<file path="src/corr_pkg.sv">
/*
 * sizes shared by the lag correlator
 * baseline pair lookup functions
 * product operation and readout state encodings
 */

package corr_pkg;

	// ====================================================================
	// sizes
	// ====================================================================
	localparam int NUM_INPUTS     = 4;
	localparam int NUM_BASELINES  = NUM_INPUTS * (NUM_INPUTS - 1) / 2; // every unordered pair
	localparam int WORD_WIDTH     = 2;
	localparam int LINE_DEPTH     = 8;
	localparam int LAG_WIDTH      = 3;
	localparam int RESOLUTION     = 10;
	localparam int BL_INDEX_WIDTH = $clog2(NUM_BASELINES);

	// one full-scale sample of headroom below the signed maximum
	localparam int MAX_COUNTS = (2 ** (RESOLUTION - 1) - 1) - (2 ** WORD_WIDTH - 1);

	// ====================================================================
	// baseline pair table, walked in order (0,1) (0,2) .. (2,3)
	// ====================================================================
	function automatic int baseline_input(input int index, input bit second);
		int count;
		int result;
		count = 0;
		result = 0;
		for (int a = 0; a < NUM_INPUTS; a++) begin
			for (int b = a + 1; b < NUM_INPUTS; b++) begin
				if (count == index)
					result = second ? b : a;
				count++;
			end
		end
		return result;
	endfunction

	function automatic int baseline_first(input int index);
		return baseline_input(index, 1'b0);
	endfunction

	function automatic int baseline_second(input int index);
		return baseline_input(index, 1'b1);
	endfunction

	typedef enum logic {OP_MULTIPLY, OP_DIFFERENCE} corr_op_e;

	typedef enum logic [1:0] {RD_IDLE, RD_SNAP, RD_SEND} rd_state_e;

endpackage

</file>
<file path="src/sample_capture.sv">
/*
 * strobe toggle detection and sample latching
 * per-input delay lines and the common sample tick
 */

`timescale 1ns/10ps

module sample_capture import corr_pkg::*; (
	input  logic                                        clk,
	input  logic                                        arst_n_i,
	input  logic [NUM_INPUTS-1:0]                       sample_strobe_i,
	input  logic [NUM_INPUTS*WORD_WIDTH-1:0]            sample_data_i,
	output logic [NUM_INPUTS*LINE_DEPTH*WORD_WIDTH-1:0] taps_o,
	output logic                                        tick_o
);

	logic [NUM_INPUTS-1:0]            strobe_q; // last seen strobe levels
	logic                             primed_q;
	logic [NUM_INPUTS-1:0]            toggle_q;
	logic [NUM_INPUTS*WORD_WIDTH-1:0] data_q;
	logic [WORD_WIDTH-1:0]            line_q [NUM_INPUTS][LINE_DEPTH];

	// ====================================================================
	// toggle detection
	// ====================================================================

	// the first edge after reset only loads the history, so a strobe
	// that is already high does not count as a toggle
	always_ff @(posedge clk or negedge arst_n_i) begin
		if (!arst_n_i) begin
			strobe_q <= '0;
			primed_q <= 1'b0;
			toggle_q <= '0;
		end else begin
			strobe_q <= sample_strobe_i;
			primed_q <= 1'b1;
			toggle_q <= primed_q ? (sample_strobe_i ^ strobe_q) : '0;
		end
	end

	always_ff @(posedge clk) begin
		data_q <= sample_data_i; // sample taken on the same edge as its toggle
	end

	// ====================================================================
	// delay lines
	// ====================================================================
	always_ff @(posedge clk or negedge arst_n_i) begin
		if (!arst_n_i) begin
			for (int i = 0; i < NUM_INPUTS; i++) begin
				for (int t = 0; t < LINE_DEPTH; t++) begin
					line_q[i][t] <= '0;
				end
			end
			tick_o <= 1'b0;
		end else begin
			for (int i = 0; i < NUM_INPUTS; i++) begin
				if (toggle_q[i]) begin
					line_q[i][0] <= data_q[i*WORD_WIDTH +: WORD_WIDTH];
					for (int t = 1; t < LINE_DEPTH; t++) begin
						line_q[i][t] <= line_q[i][t-1]; // older samples move one tap along
					end
				end
			end
			tick_o <= |toggle_q; // high while the new taps are visible
		end
	end

	// tap t of input i sits at word i*LINE_DEPTH + t
	always_comb begin
		for (int i = 0; i < NUM_INPUTS; i++) begin
			for (int t = 0; t < LINE_DEPTH; t++) begin
				taps_o[(i*LINE_DEPTH + t)*WORD_WIDTH +: WORD_WIDTH] = line_q[i][t];
			end
		end
	end

endmodule

</file>
<file path="src/baseline_cell.sv">
/*
 * I/Q product stage for one pair of inputs
 * saturating signed accumulators
 */

`timescale 1ns/10ps

module baseline_cell import corr_pkg::*; #(
	parameter int BASELINE = 0 // index into the baseline pair table
) (
	input  logic                                       clk,
	input  logic                                       arst_n_i,
	input  logic                                       enable_i,
	input  logic                                       tick_i,
	input  logic [NUM_INPUTS*LINE_DEPTH*WORD_WIDTH-1:0] taps_i,
	input  logic [NUM_INPUTS*LAG_WIDTH-1:0]            lag_i,
	input  logic [NUM_INPUTS-1:0]                      op_mask_i,
	input  logic                                       clear_i,
	output logic signed [RESOLUTION-1:0]               acc_i_o,
	output logic signed [RESOLUTION-1:0]               acc_q_o
);

	logic [LAG_WIDTH-1:0]         lag_full;
	logic [LAG_WIDTH-1:0]         lag_half;
	logic [WORD_WIDTH-1:0]        cur_word;
	logic [WORD_WIDTH-1:0]        half_word;
	logic [WORD_WIDTH-1:0]        full_word;
	logic signed [RESOLUTION-1:0] cur_s;
	logic signed [RESOLUTION-1:0] half_s;
	logic signed [RESOLUTION-1:0] full_s;
	logic signed [RESOLUTION-1:0] res_i;
	logic signed [RESOLUTION-1:0] res_q;
	logic signed [RESOLUTION-1:0] prod_i_q;
	logic signed [RESOLUTION-1:0] prod_q_q;
	logic                         prod_valid_q;
	corr_op_e                     op;

	// adds and clamps to the signed range instead of wrapping
	function automatic logic signed [RESOLUTION-1:0] sat_add(
		input logic signed [RESOLUTION-1:0] acc,
		input logic signed [RESOLUTION-1:0] inc
	);
		logic signed [RESOLUTION:0] sum;
		sum = acc + inc;
		if (sum[RESOLUTION] != sum[RESOLUTION-1])
			return sum[RESOLUTION] ? {1'b1, {(RESOLUTION-1){1'b0}}} : {1'b0, {(RESOLUTION-1){1'b1}}};
		return sum[RESOLUTION-1:0];
	endfunction

	// ====================================================================
	// tap selection and product rule
	// ====================================================================
	always_comb begin
		lag_full  = lag_i[baseline_second(BASELINE)*LAG_WIDTH +: LAG_WIDTH];
		lag_half  = lag_full >> 1; // I looks half as far back as Q
		cur_word  = taps_i[baseline_first(BASELINE)*LINE_DEPTH*WORD_WIDTH +: WORD_WIDTH];
		half_word = taps_i[(baseline_second(BASELINE)*LINE_DEPTH + lag_half)*WORD_WIDTH +: WORD_WIDTH];
		full_word = taps_i[(baseline_second(BASELINE)*LINE_DEPTH + lag_full)*WORD_WIDTH +: WORD_WIDTH];
		cur_s  = signed'(RESOLUTION'(cur_word));
		half_s = signed'(RESOLUTION'(half_word));
		full_s = signed'(RESOLUTION'(full_word));
		op = (op_mask_i[baseline_first(BASELINE)] && op_mask_i[baseline_second(BASELINE)])
			? OP_MULTIPLY : OP_DIFFERENCE;
		case (op)
			OP_MULTIPLY: begin
				res_i = cur_s * half_s;
				res_q = cur_s * full_s;
			end
			default: begin
				res_i = cur_s - half_s;
				res_q = cur_s - full_s;
			end
		endcase
	end

	always_ff @(posedge clk) begin
		if (tick_i) begin
			prod_i_q <= res_i;
			prod_q_q <= res_q;
		end
	end

	always_ff @(posedge clk or negedge arst_n_i) begin
		if (!arst_n_i)
			prod_valid_q <= 1'b0;
		else
			prod_valid_q <= tick_i;
	end

	// ====================================================================
	// accumulators, frozen once either one reaches MAX_COUNTS
	// ====================================================================
	always_ff @(posedge clk or negedge arst_n_i) begin
		if (!arst_n_i) begin
			acc_i_o <= '0;
			acc_q_o <= '0;
		end else if (!enable_i || clear_i) begin
			acc_i_o <= '0;
			acc_q_o <= '0;
		end else if (prod_valid_q && acc_i_o < MAX_COUNTS && acc_q_o < MAX_COUNTS) begin
			acc_i_o <= sat_add(acc_i_o, prod_i_q);
			acc_q_o <= sat_add(acc_q_o, prod_q_q);
		end
	end

endmodule

</file>
<file path="src/readout_serializer.sv">
/*
 * dump snapshot of every baseline accumulator and cell clear
 * valid/ready streaming of one word per baseline
 */

`timescale 1ns/10ps

module readout_serializer import corr_pkg::*; (
	input  logic                                clk,
	input  logic                                arst_n_i,
	input  logic                                dump_i,
	input  logic [NUM_BASELINES*RESOLUTION-1:0] acc_i_i,
	input  logic [NUM_BASELINES*RESOLUTION-1:0] acc_q_i,
	input  logic                                out_ready_i,
	output logic                                clear_o,
	output logic                                out_valid_o,
	output logic [BL_INDEX_WIDTH-1:0]           out_index_o,
	output logic signed [RESOLUTION-1:0]        out_i_o,
	output logic signed [RESOLUTION-1:0]        out_q_o,
	output logic                                busy_o
);

	rd_state_e                 state_q;
	logic [BL_INDEX_WIDTH-1:0] index_q; // baseline currently on the output
	logic [RESOLUTION-1:0]     bank_i [NUM_BASELINES];
	logic [RESOLUTION-1:0]     bank_q [NUM_BASELINES];
	logic                      handshake;
	logic                      last_word;

	// ====================================================================
	// readout FSM
	// ====================================================================

	// dump_i is only looked at in RD_IDLE, so a dump during a readout is dropped
	always_ff @(posedge clk or negedge arst_n_i) begin
		if (!arst_n_i) begin
			state_q <= RD_IDLE;
			index_q <= '0;
		end else begin
			case (state_q)
				RD_IDLE: begin
					if (dump_i)
						state_q <= RD_SNAP;
				end
				RD_SNAP: begin
					state_q <= RD_SEND;
					index_q <= '0;
				end
				RD_SEND: begin
					if (handshake) begin
						if (last_word)
							state_q <= RD_IDLE;
						else
							index_q <= index_q + 1'b1;
					end
				end
				default: begin
					state_q <= RD_IDLE;
				end
			endcase
		end
	end

	// ====================================================================
	// snapshot bank
	// ====================================================================

	// the copy and the cell clear act on the same edge, so nothing
	// accumulated before the snapshot is counted twice
	always_ff @(posedge clk) begin
		if (state_q == RD_SNAP) begin
			for (int b = 0; b < NUM_BASELINES; b++) begin
				bank_i[b] <= acc_i_i[b*RESOLUTION +: RESOLUTION];
				bank_q[b] <= acc_q_i[b*RESOLUTION +: RESOLUTION];
			end
		end
	end

	assign busy_o      = (state_q != RD_IDLE);
	assign clear_o     = (state_q == RD_SNAP); // one cycle wide by construction
	assign out_valid_o = (state_q == RD_SEND);

	assign handshake = out_valid_o && out_ready_i;
	assign last_word = (index_q == BL_INDEX_WIDTH'(NUM_BASELINES - 1));

	// bank and index only move on a handshake, which keeps the word stable under back-pressure
	assign out_index_o = index_q;
	assign out_i_o     = bank_i[index_q];
	assign out_q_o     = bank_q[index_q];

endmodule

</file>
<file path="src/correlator_top.sv">
/*
 * lag correlator top level
 * capture block, one cell per baseline and the readout serializer
 */

`timescale 1ns/10ps

module correlator_top import corr_pkg::*; (
	input  logic                            clk,
	input  logic                            arst_n_i,
	input  logic                            enable_i,
	input  logic [NUM_INPUTS-1:0]           sample_strobe_i,
	input  logic [NUM_INPUTS*WORD_WIDTH-1:0] sample_data_i,
	input  logic [NUM_INPUTS*LAG_WIDTH-1:0] lag_i,
	input  logic [NUM_INPUTS-1:0]           op_mask_i,
	input  logic                            dump_i,
	input  logic                            out_ready_i,
	output logic                            out_valid_o,
	output logic [BL_INDEX_WIDTH-1:0]       out_index_o,
	output logic signed [RESOLUTION-1:0]    out_i_o,
	output logic signed [RESOLUTION-1:0]    out_q_o,
	output logic                            busy_o
);

	logic [NUM_INPUTS*LINE_DEPTH*WORD_WIDTH-1:0] taps;
	logic                                        tick;
	logic                                        snap_clear;
	logic [NUM_BASELINES*RESOLUTION-1:0]         acc_i_all;
	logic [NUM_BASELINES*RESOLUTION-1:0]         acc_q_all;

	sample_capture u_capture (
		.clk             (clk),
		.arst_n_i        (arst_n_i),
		.sample_strobe_i (sample_strobe_i),
		.sample_data_i   (sample_data_i),
		.taps_o          (taps),
		.tick_o          (tick)
	);

	// ====================================================================
	// one cell per baseline, pair picked by the loop index
	// ====================================================================
	for (genvar b = 0; b < NUM_BASELINES; b++) begin : g_cell
		baseline_cell #(.BASELINE(b)) u_cell (
			.clk       (clk),
			.arst_n_i  (arst_n_i),
			.enable_i  (enable_i),
			.tick_i    (tick),
			.taps_i    (taps),
			.lag_i     (lag_i),
			.op_mask_i (op_mask_i),
			.clear_i   (snap_clear),
			.acc_i_o   (acc_i_all[b*RESOLUTION +: RESOLUTION]),
			.acc_q_o   (acc_q_all[b*RESOLUTION +: RESOLUTION])
		);
	end

	readout_serializer u_readout (
		.clk         (clk),
		.arst_n_i    (arst_n_i),
		.dump_i      (dump_i),
		.acc_i_i     (acc_i_all),
		.acc_q_i     (acc_q_all),
		.out_ready_i (out_ready_i),
		.clear_o     (snap_clear),
		.out_valid_o (out_valid_o),
		.out_index_o (out_index_o),
		.out_i_o     (out_i_o),
		.out_q_o     (out_q_o),
		.busy_o      (busy_o)
	);

endmodule

</file>
<file path="config.mk">
export PLATFORM = sky130hd
export DESIGN_NAME = correlator_top
export DESIGN_NICKNAME = d
export VERILOG_FILES = /design/src/corr_pkg.sv /design/src/sample_capture.sv /design/src/baseline_cell.sv /design/src/readout_serializer.sv /design/src/correlator_top.sv
export SDC_FILE = /design/constraint.sdc
export NUM_CORES = 1
export LEC_CHECK = 0
export ABC_AREA = 1
export BUFFER_PORTS_ARGS = -buffer_cell sky130_fd_sc_hd__buf_2
export CAP_MARGIN = 20
export CELL_PAD_IN_SITES_DETAIL_PLACEMENT = 1
export CELL_PAD_IN_SITES_GLOBAL_PLACEMENT = 1
export CORE_UTILIZATION = 34
export CTS_BUF_LIST = sky130_fd_sc_hd__clkbuf_4 sky130_fd_sc_hd__clkbuf_8 sky130_fd_sc_hd__clkbuf_16
export DETAILED_ROUTE_END_ITERATION = 16
export PLACE_DENSITY = 0.57
export REMOVE_ABC_BUFFERS = 1
export SKIP_LAST_GASP = 1
export SLEW_MARGIN = 25
export SYNTH_ARGS = -nofsm -noshare
export SYNTH_HDL_FRONTEND = slang
export SYNTH_SLANG_ARGS = --single-unit
</file>
<file path="constraint.sdc">
create_clock -name clk -period 11.2 [get_ports clk]
set_clock_uncertainty 0.1 [all_clocks]
set_input_delay 0.56 -clock clk [delete_from_list [all_inputs] [get_ports clk]]
set_output_delay 0.56 -clock clk [all_outputs]
set_load 0.03 [all_outputs]
</file>
Word level (Yosys, flattened, before mapping)
Memories as Yosys holds them, arrays and structs flattened.
Index checks and enable logic that the tools add are counted.

word-level totals
  register bits after elaboration = 328
  RAM bits = 120
  input port bits = 33
  logic and storage cells = 298
  memories kept = 2

cells by class
  add/subtract/negate cells = 31
  multiply operators = 12
  magnitude comparators = 12
  equal/unequal tests = 19
  shift operators = 6
  muxes and demuxes = 118
  bitwise logic cells = 1
  reduce and logical (&&, ||, !) cells = 33

memories
  name              depth  bits a word  rd ports  clocked after memory_dff  write ports  RTL line                  source
  u_readout.bank_i  6      10           1         0                         6            readout_serializer.sv:25  logic [RESOLUTION-1:0] bank_i [NUM_BASELINES];
  u_readout.bank_q  6      10           1         0                         6            readout_serializer.sv:26  logic [RESOLUTION-1:0] bank_q [NUM_BASELINES];

operator list
  kind                                           count
  two-way mux 10 bit                             72
  indexed part select 64 x 33 -> 2 bit           6
  adder 10 x 10 -> 11 bit                        12
  < comparator 10 bit (second input constant)    12
  multiplier 2 x 2 -> 4 bit                      12
  two-way mux 1 bit                              38
  subtractor 2 x 2 -> 3 bit                      12
  logical AND 1 bit                              19
  nonzero test 2 bit                             8
  adder 5 x 2 -> 6 bit (first input constant)    2
  adder 5 x 3 -> 6 bit (first input constant)    2
  inequality test 1 bit                          12
  inequality test 2 bit (second input constant)  4
  two-way mux 2 bit                              3
  two-way mux 3 bit                              2
  case mux 2 bit (3 select lines)                1
  case mux 3 bit (2 select lines)                1
  AND reduction 3 bit                            2
  adder 4 x 2 -> 5 bit (first input constant)    1
  adder 4 x 3 -> 5 bit (first input constant)    1
  two-way mux 4 bit                              1
  OR reduction 4 bit                             1
  XOR 4 bit                                      1
  adder 3 x 1 -> 3 bit (second input constant)   1
  other kinds (6)                                6

Longest topological paths before layout
Gate-level depths: netlist of run 1.

  depth in word-level cells = 8
  mapped depth = 14

Modules after synthesis
A second synthesis of run 1 with hierarchy kept.

second synthesis, totals
  cells, all modules = 3164
  area, all modules = 25414.4 um^2

by module, submodules not included
  module                                 instances  cells an instance  area each (um^2)
  baseline_cell at g_cell[1].u_cell ...  2          410                2914.0
  readout_serializer                     1          400                5017.3
  sample_capture                         1          306                2967.8
  baseline_cell at g_cell[5].u_cell      1          410                2940.3
  baseline_cell at g_cell[3].u_cell      1          409                2922.8
  baseline_cell at g_cell[2].u_cell      1          409                2871.5
  baseline_cell at g_cell[0].u_cell      1          410                2866.5

Worst setup path after synthesis of run 1
Ideal clock, no wire load.

  path type = flip-flop to flip-flop
  from = register u_readout.state_q[1]
  to = register g_cell[0].u_cell.acc_i_o[8]
  arrival time = 4297 ps
  required time = 10983 ps
  slack = 6686 ps
  cell stages (with the launch flop) = 9
  buffers on the path = 2
  period minus slack after synthesis = 4514 ps
  cell sequence = dfrtp_1 > nor2_2 > nor2_2 > buf_4 > nand2_1 > inv_2 > buf_2 > nand2_1 > nand2_1

between the ends
  longest elaborated chain between the ends = 3
  elaborated cells on any way between the ends = 4
  those cells by class = eq/ne: 1; mux: 1; reduce/logical: 2

ends and longest elaborated chain
  item                                                      RTL line                  source
  start: declaration                                        readout_serializer.sv:23  rd_state_e state_q;
  start signal: assignment                                  readout_serializer.sv:37  state_q <= RD_IDLE;
  start signal: assignment                                  readout_serializer.sv:43  state_q <= RD_SNAP;
  start signal: assignment                                  readout_serializer.sv:46  state_q <= RD_SEND;
  equality test 2 x 1 -> 1 bit *                            readout_serializer.sv:80  assign clear_o = (state_q == RD_SNAP);
  logical OR 1 bit *                                        baseline_cell.sv:97       end else if (!enable_i || clear_i) begin
  two-way mux 10 bit or nonzero test 2 bit (tied branches)  --
  end signal: assignment                                    baseline_cell.sv:101      acc_i_o <= sat_add(acc_i_o, prod_i_q);
  end: declaration                                          baseline_cell.sv:19       output logic signed [RESOLUTION-1:0] acc_i_o,

Mark *: on every way between the ends. The rest lies on a longest branch, timed or not.
A chain may end at the register's enable or synchronous reset.

Worst setup path after layout of run 1
  from = register u_readout.index_q[0] (netlist: u_readout.out_index_o[0])
  to = output port out_q_o[1]

between the ends
  longest elaborated chain between the ends = 1

ends and longest elaborated chain
  item                      RTL line                  source
  start: declaration        readout_serializer.sv:24  logic [BL_INDEX_WIDTH-1:0] index_q;
  start signal: assignment  readout_serializer.sv:54  index_q <= index_q + 1'b1;
  memory (6 x 10 bit)       --
  end: declaration          correlator_top.sv:21      output logic signed [RESOLUTION-1:0] out_q_o,

Every way passes these cells.

==> reports/results.txt, run 1 <==
commonest non-fill, non-tap cell in the layout = nand2_1
crit path max fanout = 46
GR Util All Layers = 20.1%
Flop pwr share = 31.7%
Hold WS = 0.110 ns
total wire length = 69,000 um
main combinational cell family by area after synthesis = simple AND/OR/NAND/NOR gates
slowest stage delay, CP = 0.48 ns
M1 GR Usage = 27.9%
post-synthesis adder-cell area fraction = 11.7%
Worst-Skew Late Latency = 0.59 ns
Slowest-stage cell, CP = buf_4
Die H = 265 um
pre-CTS WS = 8.05 ns
Core Rows = 95
most frequent cells in the layout = 996 x nand2_1, 292 x inv_1, 184 x nand3_1, 183 x dfrtp_1, 182 x ha_1
Post-CTS Setup Repair Bufs = 0
# IOs = 58
Starting Density = 34.7%
sw frac = 44.8%
vias in the first global route = 20,038
Layout Cells excl Fill = 3,839
Compound-Gate Fraction of Synth Area = 8.97%
register area share after synthesis = 43.5%
Final setup viols = 0
Comb pwr share = 46.2%
Clock Power Share = 22.1%
Rel. slew slack = 36.3%
Peak supply drop = 0.000111 V
area grow syn2layout = 12.6%
synthesized flop and latch total = 374
Slew @ Worst Pin = 0.945 ns
WP data arrival = 2.73 ns
setup ws final = 7.81 ns
Post-synth top flop = dfrtp_1
synthesized area per cell = 8.22 sq um
crit path launch type = register
MaxCap Viol Count = 0
Buf+Inv Stages, Crit Path = 3
fraction of registers with async set/reset = 49.7%
unrepaired setup endpoints after global routing = no
final worst path period share = 30.3%
leakage = 13.0 nW
post-synthesis cell area = 23,500 sq um
CTS tree = yes
number of remaining DRC errors = 0
layout cells sized above 1 = 9.07%
grt peak-use layer = met2
Critical Path RT = 10.54 ns
Inst Count DP = 3,739
initial antenna violation count = 7
Pre-antenna DRT Iters = 5
nets = 3,166
Port Buffers = 54
first-iteration detailed-routing DRC count = 871
status = complete, no violations
Avg WL per Cell = 18.0 um
CP cell instances = clkinv_1 -> buf_4 -> nand2_1 -> a32o_1 -> o22ai_1 -> buf_2
met2 GRT Util = 32.8%
Period minus WS final = 3.39 ns
met3 GRT Util = 2.46%
Post-Synth XOR/XNOR Area = 3.13%
core area = 67,800 sq um
Netlist cell types = 39
Util after Layout = 39.0%
CP delay by family, top = buffers and inverters
Root Driver = clkbuf_16
Max H-tree Level = 2
mux cell area share after synthesis = 0.0959%
placed wire-length estimate = 53,300 um
DR vias = 19,140
GP Congestion = 0.902
DRT antenna net count = 0
Die Area = 70,100 sq um
TritonCTS Sinks = 374
global-route wire length before repair = 111,000 um
Synthesis Warnings = 0
Hold Fails Final Rpt = 0
vias per cell = 4.99
Die Wd = 265 um
crit end category = output port
cts bufs inserted = 46
Slew Limit Fails = 0
number of enable flip-flop cells after synthesis = 180
Int Power = 3.91 mW
min-delay worst type = input port to register
Psw = 3.17 mW
Simple-Gate Fraction of Synth Area = 26.4%
clock-pin transition on the worst setup and hold timing paths = 0.06 ns
Syn Inst Count = 2,857
Longest Clk Path Bufs = 3
TNS Setup = 0 ns
Power Density = 268 nW/um^2
f_max = 0.295 GHz
GRT overflow = 0
largest net degree at the start of global routing = 123
critical path class = register to output port
==> cells by family (layout without fill, tap and decap cells) <==
family / after synthesis / in the layout
simple gates: 1469 / 1469
buf+inv: 375 / 483
flops: 374 / 374
compound gates: 346 / 346
fa+ha+maj: 206 / 206
xor+xnor: 84 / 84
mux: 2 / 2
other cells: 1 / 2
==> Yosys cell counts, types with 4 or more instances <==
library cell	instances	area [sq um]
edfxtp_1	180	5410
nor2_2	9	56.3
clkbuf_1	40	150
o21bai_1	12	90.1
ha_1	182	2280
a32o_1	20	200
nand4_2	6	75.1
dfxtp_1	8	160
nand4_1	60	375
nand3_1	184	921
nand3_2	6	60.1
nand2_2	40	250
xor2_1	36	315
dfrtp_1	186	4650
nand2_1	996	3740
fa_1	24	480
a21oi_4	12	195
nand3b_1	4	30.0
inv_2	24	90.1
a21oi_2	13	114
o21ai_0	109	546
inv_1	292	1100
buf_2	12	60.1
nand2_4	8	90.1
o22ai_1	33	206
o211ai_1	8	60.1
xnor2_1	48	420
a21oi_1	136	681
clkinv_1	4	15.0
nor2_1	148	556
or2_1	6	37.5
==> through the flow <==
step | power [mW] | area, sq um
floorplan | 4.53 | 23300
global placement | 5.49 | 24700
global route | 7.65 | 26400
CTS | 7.19 | 26400
finish | 7.08 | 26400
detailed placement | 5.58 | 24700
==> layer usage <==
metal  part of all wire [%]  routed length (um)
met5                  0.044                  30
met4                    2.7                1850
met3                    2.9                1990
met2                     45               31200
met1                     49               33900
==> worst reg2reg max path: cells and delay by family (launching register included) <==
family        cells  cell delay (ns)
simple gates      2             0.36
buf+inv           1             0.68
flops             1             0.60
fa+ha+maj         1             0.66
==> power by group through the flow <==
stage | combinational, mW | clock (mW) | sequential (mW)
floorplan | 2.40 | 0 | 2.13
global placement | 3.22 | 0 | 2.27
detailed placement | 3.31 | 0 | 2.27
CTS | 3.33 | 1.60 | 2.25
global route | 3.70 | 1.65 | 2.30
finish | 3.27 | 1.56 | 2.25
==> state kept, by name, summed over array words and instances, names as in the netlist <==
| name | cells |
|---|---|
| u_readout.bank_q | 60 |
| g_cell.u_cell.acc_q_o | 60 |
| u_capture.strobe_q | 4 |
| u_capture.toggle_q | 4 |
| g_cell.u_cell.prod_valid_q | 1 |
| u_capture.taps_o | 50 |
| g_cell.u_cell.prod_q_q | 30 |
| u_capture.primed_q | 1 |
| u_readout.bank_i | 60 |
| u_capture.tick_o | 1 |
| g_cell.u_cell.prod_i_q | 30 |
| u_readout.out_index_o | 3 |
| g_cell.u_cell.acc_i_o | 60 |
| u_capture.data_q | 8 |
| u_readout.state_q | 2 |
==> worst paths after layout <==
kind / cells after the start / from / endpoint / slack [ns]
worst min-delay path: 3 / dump_i / u_readout.state_q[0] / 0.11
max in group asynchronous: 4 / arst_n_i / u_capture.tick_o / 8.38
min in group asynchronous: 2 / arst_n_i / g_cell[0].u_cell.acc_i_o[6] / 0.44
worst max-delay path: 6 / u_readout.out_index_o[0] / out_q_o[1] / 7.81
worst min register to register: 2 / u_capture.data_q[0] / u_capture.taps_o[0] / 0.35
worst max register to register: 4 / u_capture.taps_o[1] / g_cell[0].u_cell.prod_i_q[3] / 8.52
==> area by class of cell <==
class / count / area (sq um)
fill: 8153 / 41300
timing repair buffer: 77 / 497
antenna: 1 / 2.50
tap: 873 / 1090
clock buffer: 53 / 1230
multi-input combinational: 2108 / 11800
clock inverter: 33 / 357
sequential: 374 / 10200
inverter: 320 / 1200
==> timing repair <==
action                                  in CTS  in global routing
endpoints found under the setup margin       0                  0
hold buffers                                13                  0
hold endpoints to repair                    75                  0
gates resized for setup                      0                  0
Power figures use the tool's default switching activity.
==> run 2, diff against run 1 <==
Settings changed: PLACE_DENSITY 0.57 to 0.59.
Clock period 11.2 ns to 2.86 ns, I/O delays scaled along.
==> run 2 against run 1 <==
  * Total power grew to 3.9 times the previous value
  * Clock power grew to 3.8 times the previous value
  * Core utilization rose by 0.24 points
  * Wire length down 2.2%
  * First-iteration DRC count down 5.9%
  * Via count shrank 0.34%
  * Setup slack got worse by 7.6 ns
  * Largest power group unchanged
  * Highest routed layer is now met4
==> reports/results.txt, run 2 (synthesis results as in run 1) <==
Port Buffers = 54
GRT overflow = 0
DRT antenna net count = 0
GR Util All Layers = 19.8%
area grow syn2layout = 13.3%
Pre-antenna DRT Iters = 5
leakage = 13.1 nW
vias per cell = 4.95
first-iteration detailed-routing DRC count = 820
placed wire-length estimate = 52,700 um
clock-pin transition on the worst setup and hold timing paths = 0.06 ns
final worst path period share = 91.4%
crit end category = output port
Max H-tree Level = 2
Int Power = 15.3 mW
MaxCap Viol Count = 0
total wire length = 67,400 um
WP data arrival = 2.37 ns
Critical Path RT = 2.62 ns
Post-DP Area = 24,900 sq um
nets = 3,181
total power = 27.6 mW
Hold Fails Final Rpt = 0
f_max = 0.383 GHz
min-delay worst type = input port to register
Starting Density = 34.7%
Peak supply drop = 0.000471 V
Worst-Skew Late Latency = 0.58 ns
Die Wd = 265 um
Final setup viols = 0
Core Rows = 95
number of remaining DRC errors = 0
Clock Power Share = 21.4%
commonest non-fill, non-tap cell in the layout = nand2_1
Slowest-stage cell, CP = dfrtp_2
GP Congestion = 0.849
Layout Cells excl Fill = 3,851
crit path max fanout = 65
vias in the first global route = 20,132
diode count = 0
Slew Limit Fails = 0
crit path launch type = register
Rel. slew slack = 40.2%
pre-CTS WS = 0.268 ns
Comb pwr share = 46.9%
core area = 67,800 sq um
Root Driver = clkbuf_16
most frequent cells in the layout = 996 x nand2_1, 292 x inv_1, 184 x nand3_1, 184 x dfrtp_1, 182 x ha_1
cts bufs inserted = 45
Slew @ Worst Pin = 0.887 ns
unrepaired setup endpoints after global routing = no
Die Area = 70,100 sq um
Power Density = 1040 nW/um^2
Flop pwr share = 31.8%
Util after Layout = 39.3%
initial antenna violation count = 0
critical path class = register to output port
Post-CTS Setup Repair Bufs = 0
Longest Clk Path Bufs = 3
sw frac = 44.8%
Die H = 265 um
layout cells sized above 1 = 9.34%
Period minus WS final = 2.61 ns
multi-input logic area = 11,800 sq um
CP cell instances = buf_6 -> a21oi_1 -> a32o_1 -> o22ai_1 -> buf_2
slowest stage delay, CP = 0.39 ns
sequential cell area = 10,200 sq um
largest net degree at the start of global routing = 122
CTS tree = yes
number of fill cells in the layout = 8,059
status = complete, no violations
Buf+Inv Stages, Crit Path = 2
Psw = 12.4 mW
# IOs = 58
TritonCTS Sinks = 374
Final Cell Area = 26,600 sq um
global-route wire length before repair = 111,000 um
setup ws final = 0.246 ns
CP delay by family, top = compound AO/OA/AOI/OAI gates
Avg WL per Cell = 17.5 um
Inst Count DP = 3,748
DR vias = 19,075
==> run 2: changes by cell type in the layout (fill, tap and decap cells not counted), moves of 2 or more <==
| cell | change |
|---|---|
| dlygate4sd3_1 | +7 |
| bufinv_16 | -3 |
| clkinv_1 | -4 |
| buf_12 | +7 |
| clkbuf_4 | +3 |
| clkinv_2 | -2 |
| clkbuf_8 | +2 |
==> run 2: cell type report <==
cell class,count,share of cell area [%]
clock buffer,58,4.80
clock inverter,25,0.922
sequential,374,38.4
multi-input combinational,2108,44.5
inverter,320,4.52
tap,873,4.11
timing repair buffer,93,2.73
==> run 2: final timing paths <==
| check | startpoint | endpoint | slack [ns] | cells after the start |
|---|---|---|---|---|
| max in group asynchronous | arst_n_i | g_cell[1].u_cell.acc_q_o[9] | 1.81 | 3 |
| hold / removal | sample_data_i[7] | u_capture.data_q[7] | 0.09 | 2 |
| min in group asynchronous | arst_n_i | g_cell[0].u_cell.acc_i_o[8] | 0.12 | 2 |
| setup reg to reg | u_capture.taps_o[43] | g_cell[1].u_cell.prod_q_q[2] | 0.32 | 12 |
| setup / recovery | u_readout.out_index_o[0] | out_q_o[5] | 0.25 | 5 |
| hold reg to reg | u_capture.data_q[3] | u_capture.taps_o[17] | 0.34 | 2 |
==> run 2: metal layers <==
| metal | track usage [%] | part of all wire (%) | vias up |
|---|---|---|---|
| met5 | 0 | 0 | - |
| met4 | 5.91 | 2.6 | 0 |
| met3 | 2.12 | 2.6 | 78 |
| li1 | - | - | 9587 |
| met2 | 31.7 | 45 | 202 |
| met1 | 28.3 | 50 | 9208 |
==> run 2: metrics by stage <==
stage                     hold slack (ns)  setup TNS (ns)
after CTS                          0.0533               0
after global routing               0.0843               0
after floorplan                    -0.253         -413.51
final                              0.0946               0
after detailed placement            0.148               0
after global placement              0.149               0
==> run 2: worst register-to-register path: cells and delay by family (launching register included) <==
kind	cells	cell delay, ns
buf+inv	3	0.23
simple gates	4	0.34
compound gates	3	0.90
fa+ha+maj	2	0.40
flops	1	0.32
==> run 2: what timing repair did <==
item,4_1_cts,5_1_grt
endpoints found under the setup margin,3,3
gates resized for setup,1,1
hold endpoints to repair,116,0
hold buffers,20,0
==> run 2: power groups by stage <==
stage               sequential, mW  clock (mW)  combinational, mW
global placement              8.84           0               12.7
detailed placement            8.87           0               13.0
global route                  8.97        6.26               14.7
floorplan                     8.35           0               9.39
CTS                           8.79        6.08               13.1
finish                        8.78        5.91               12.9
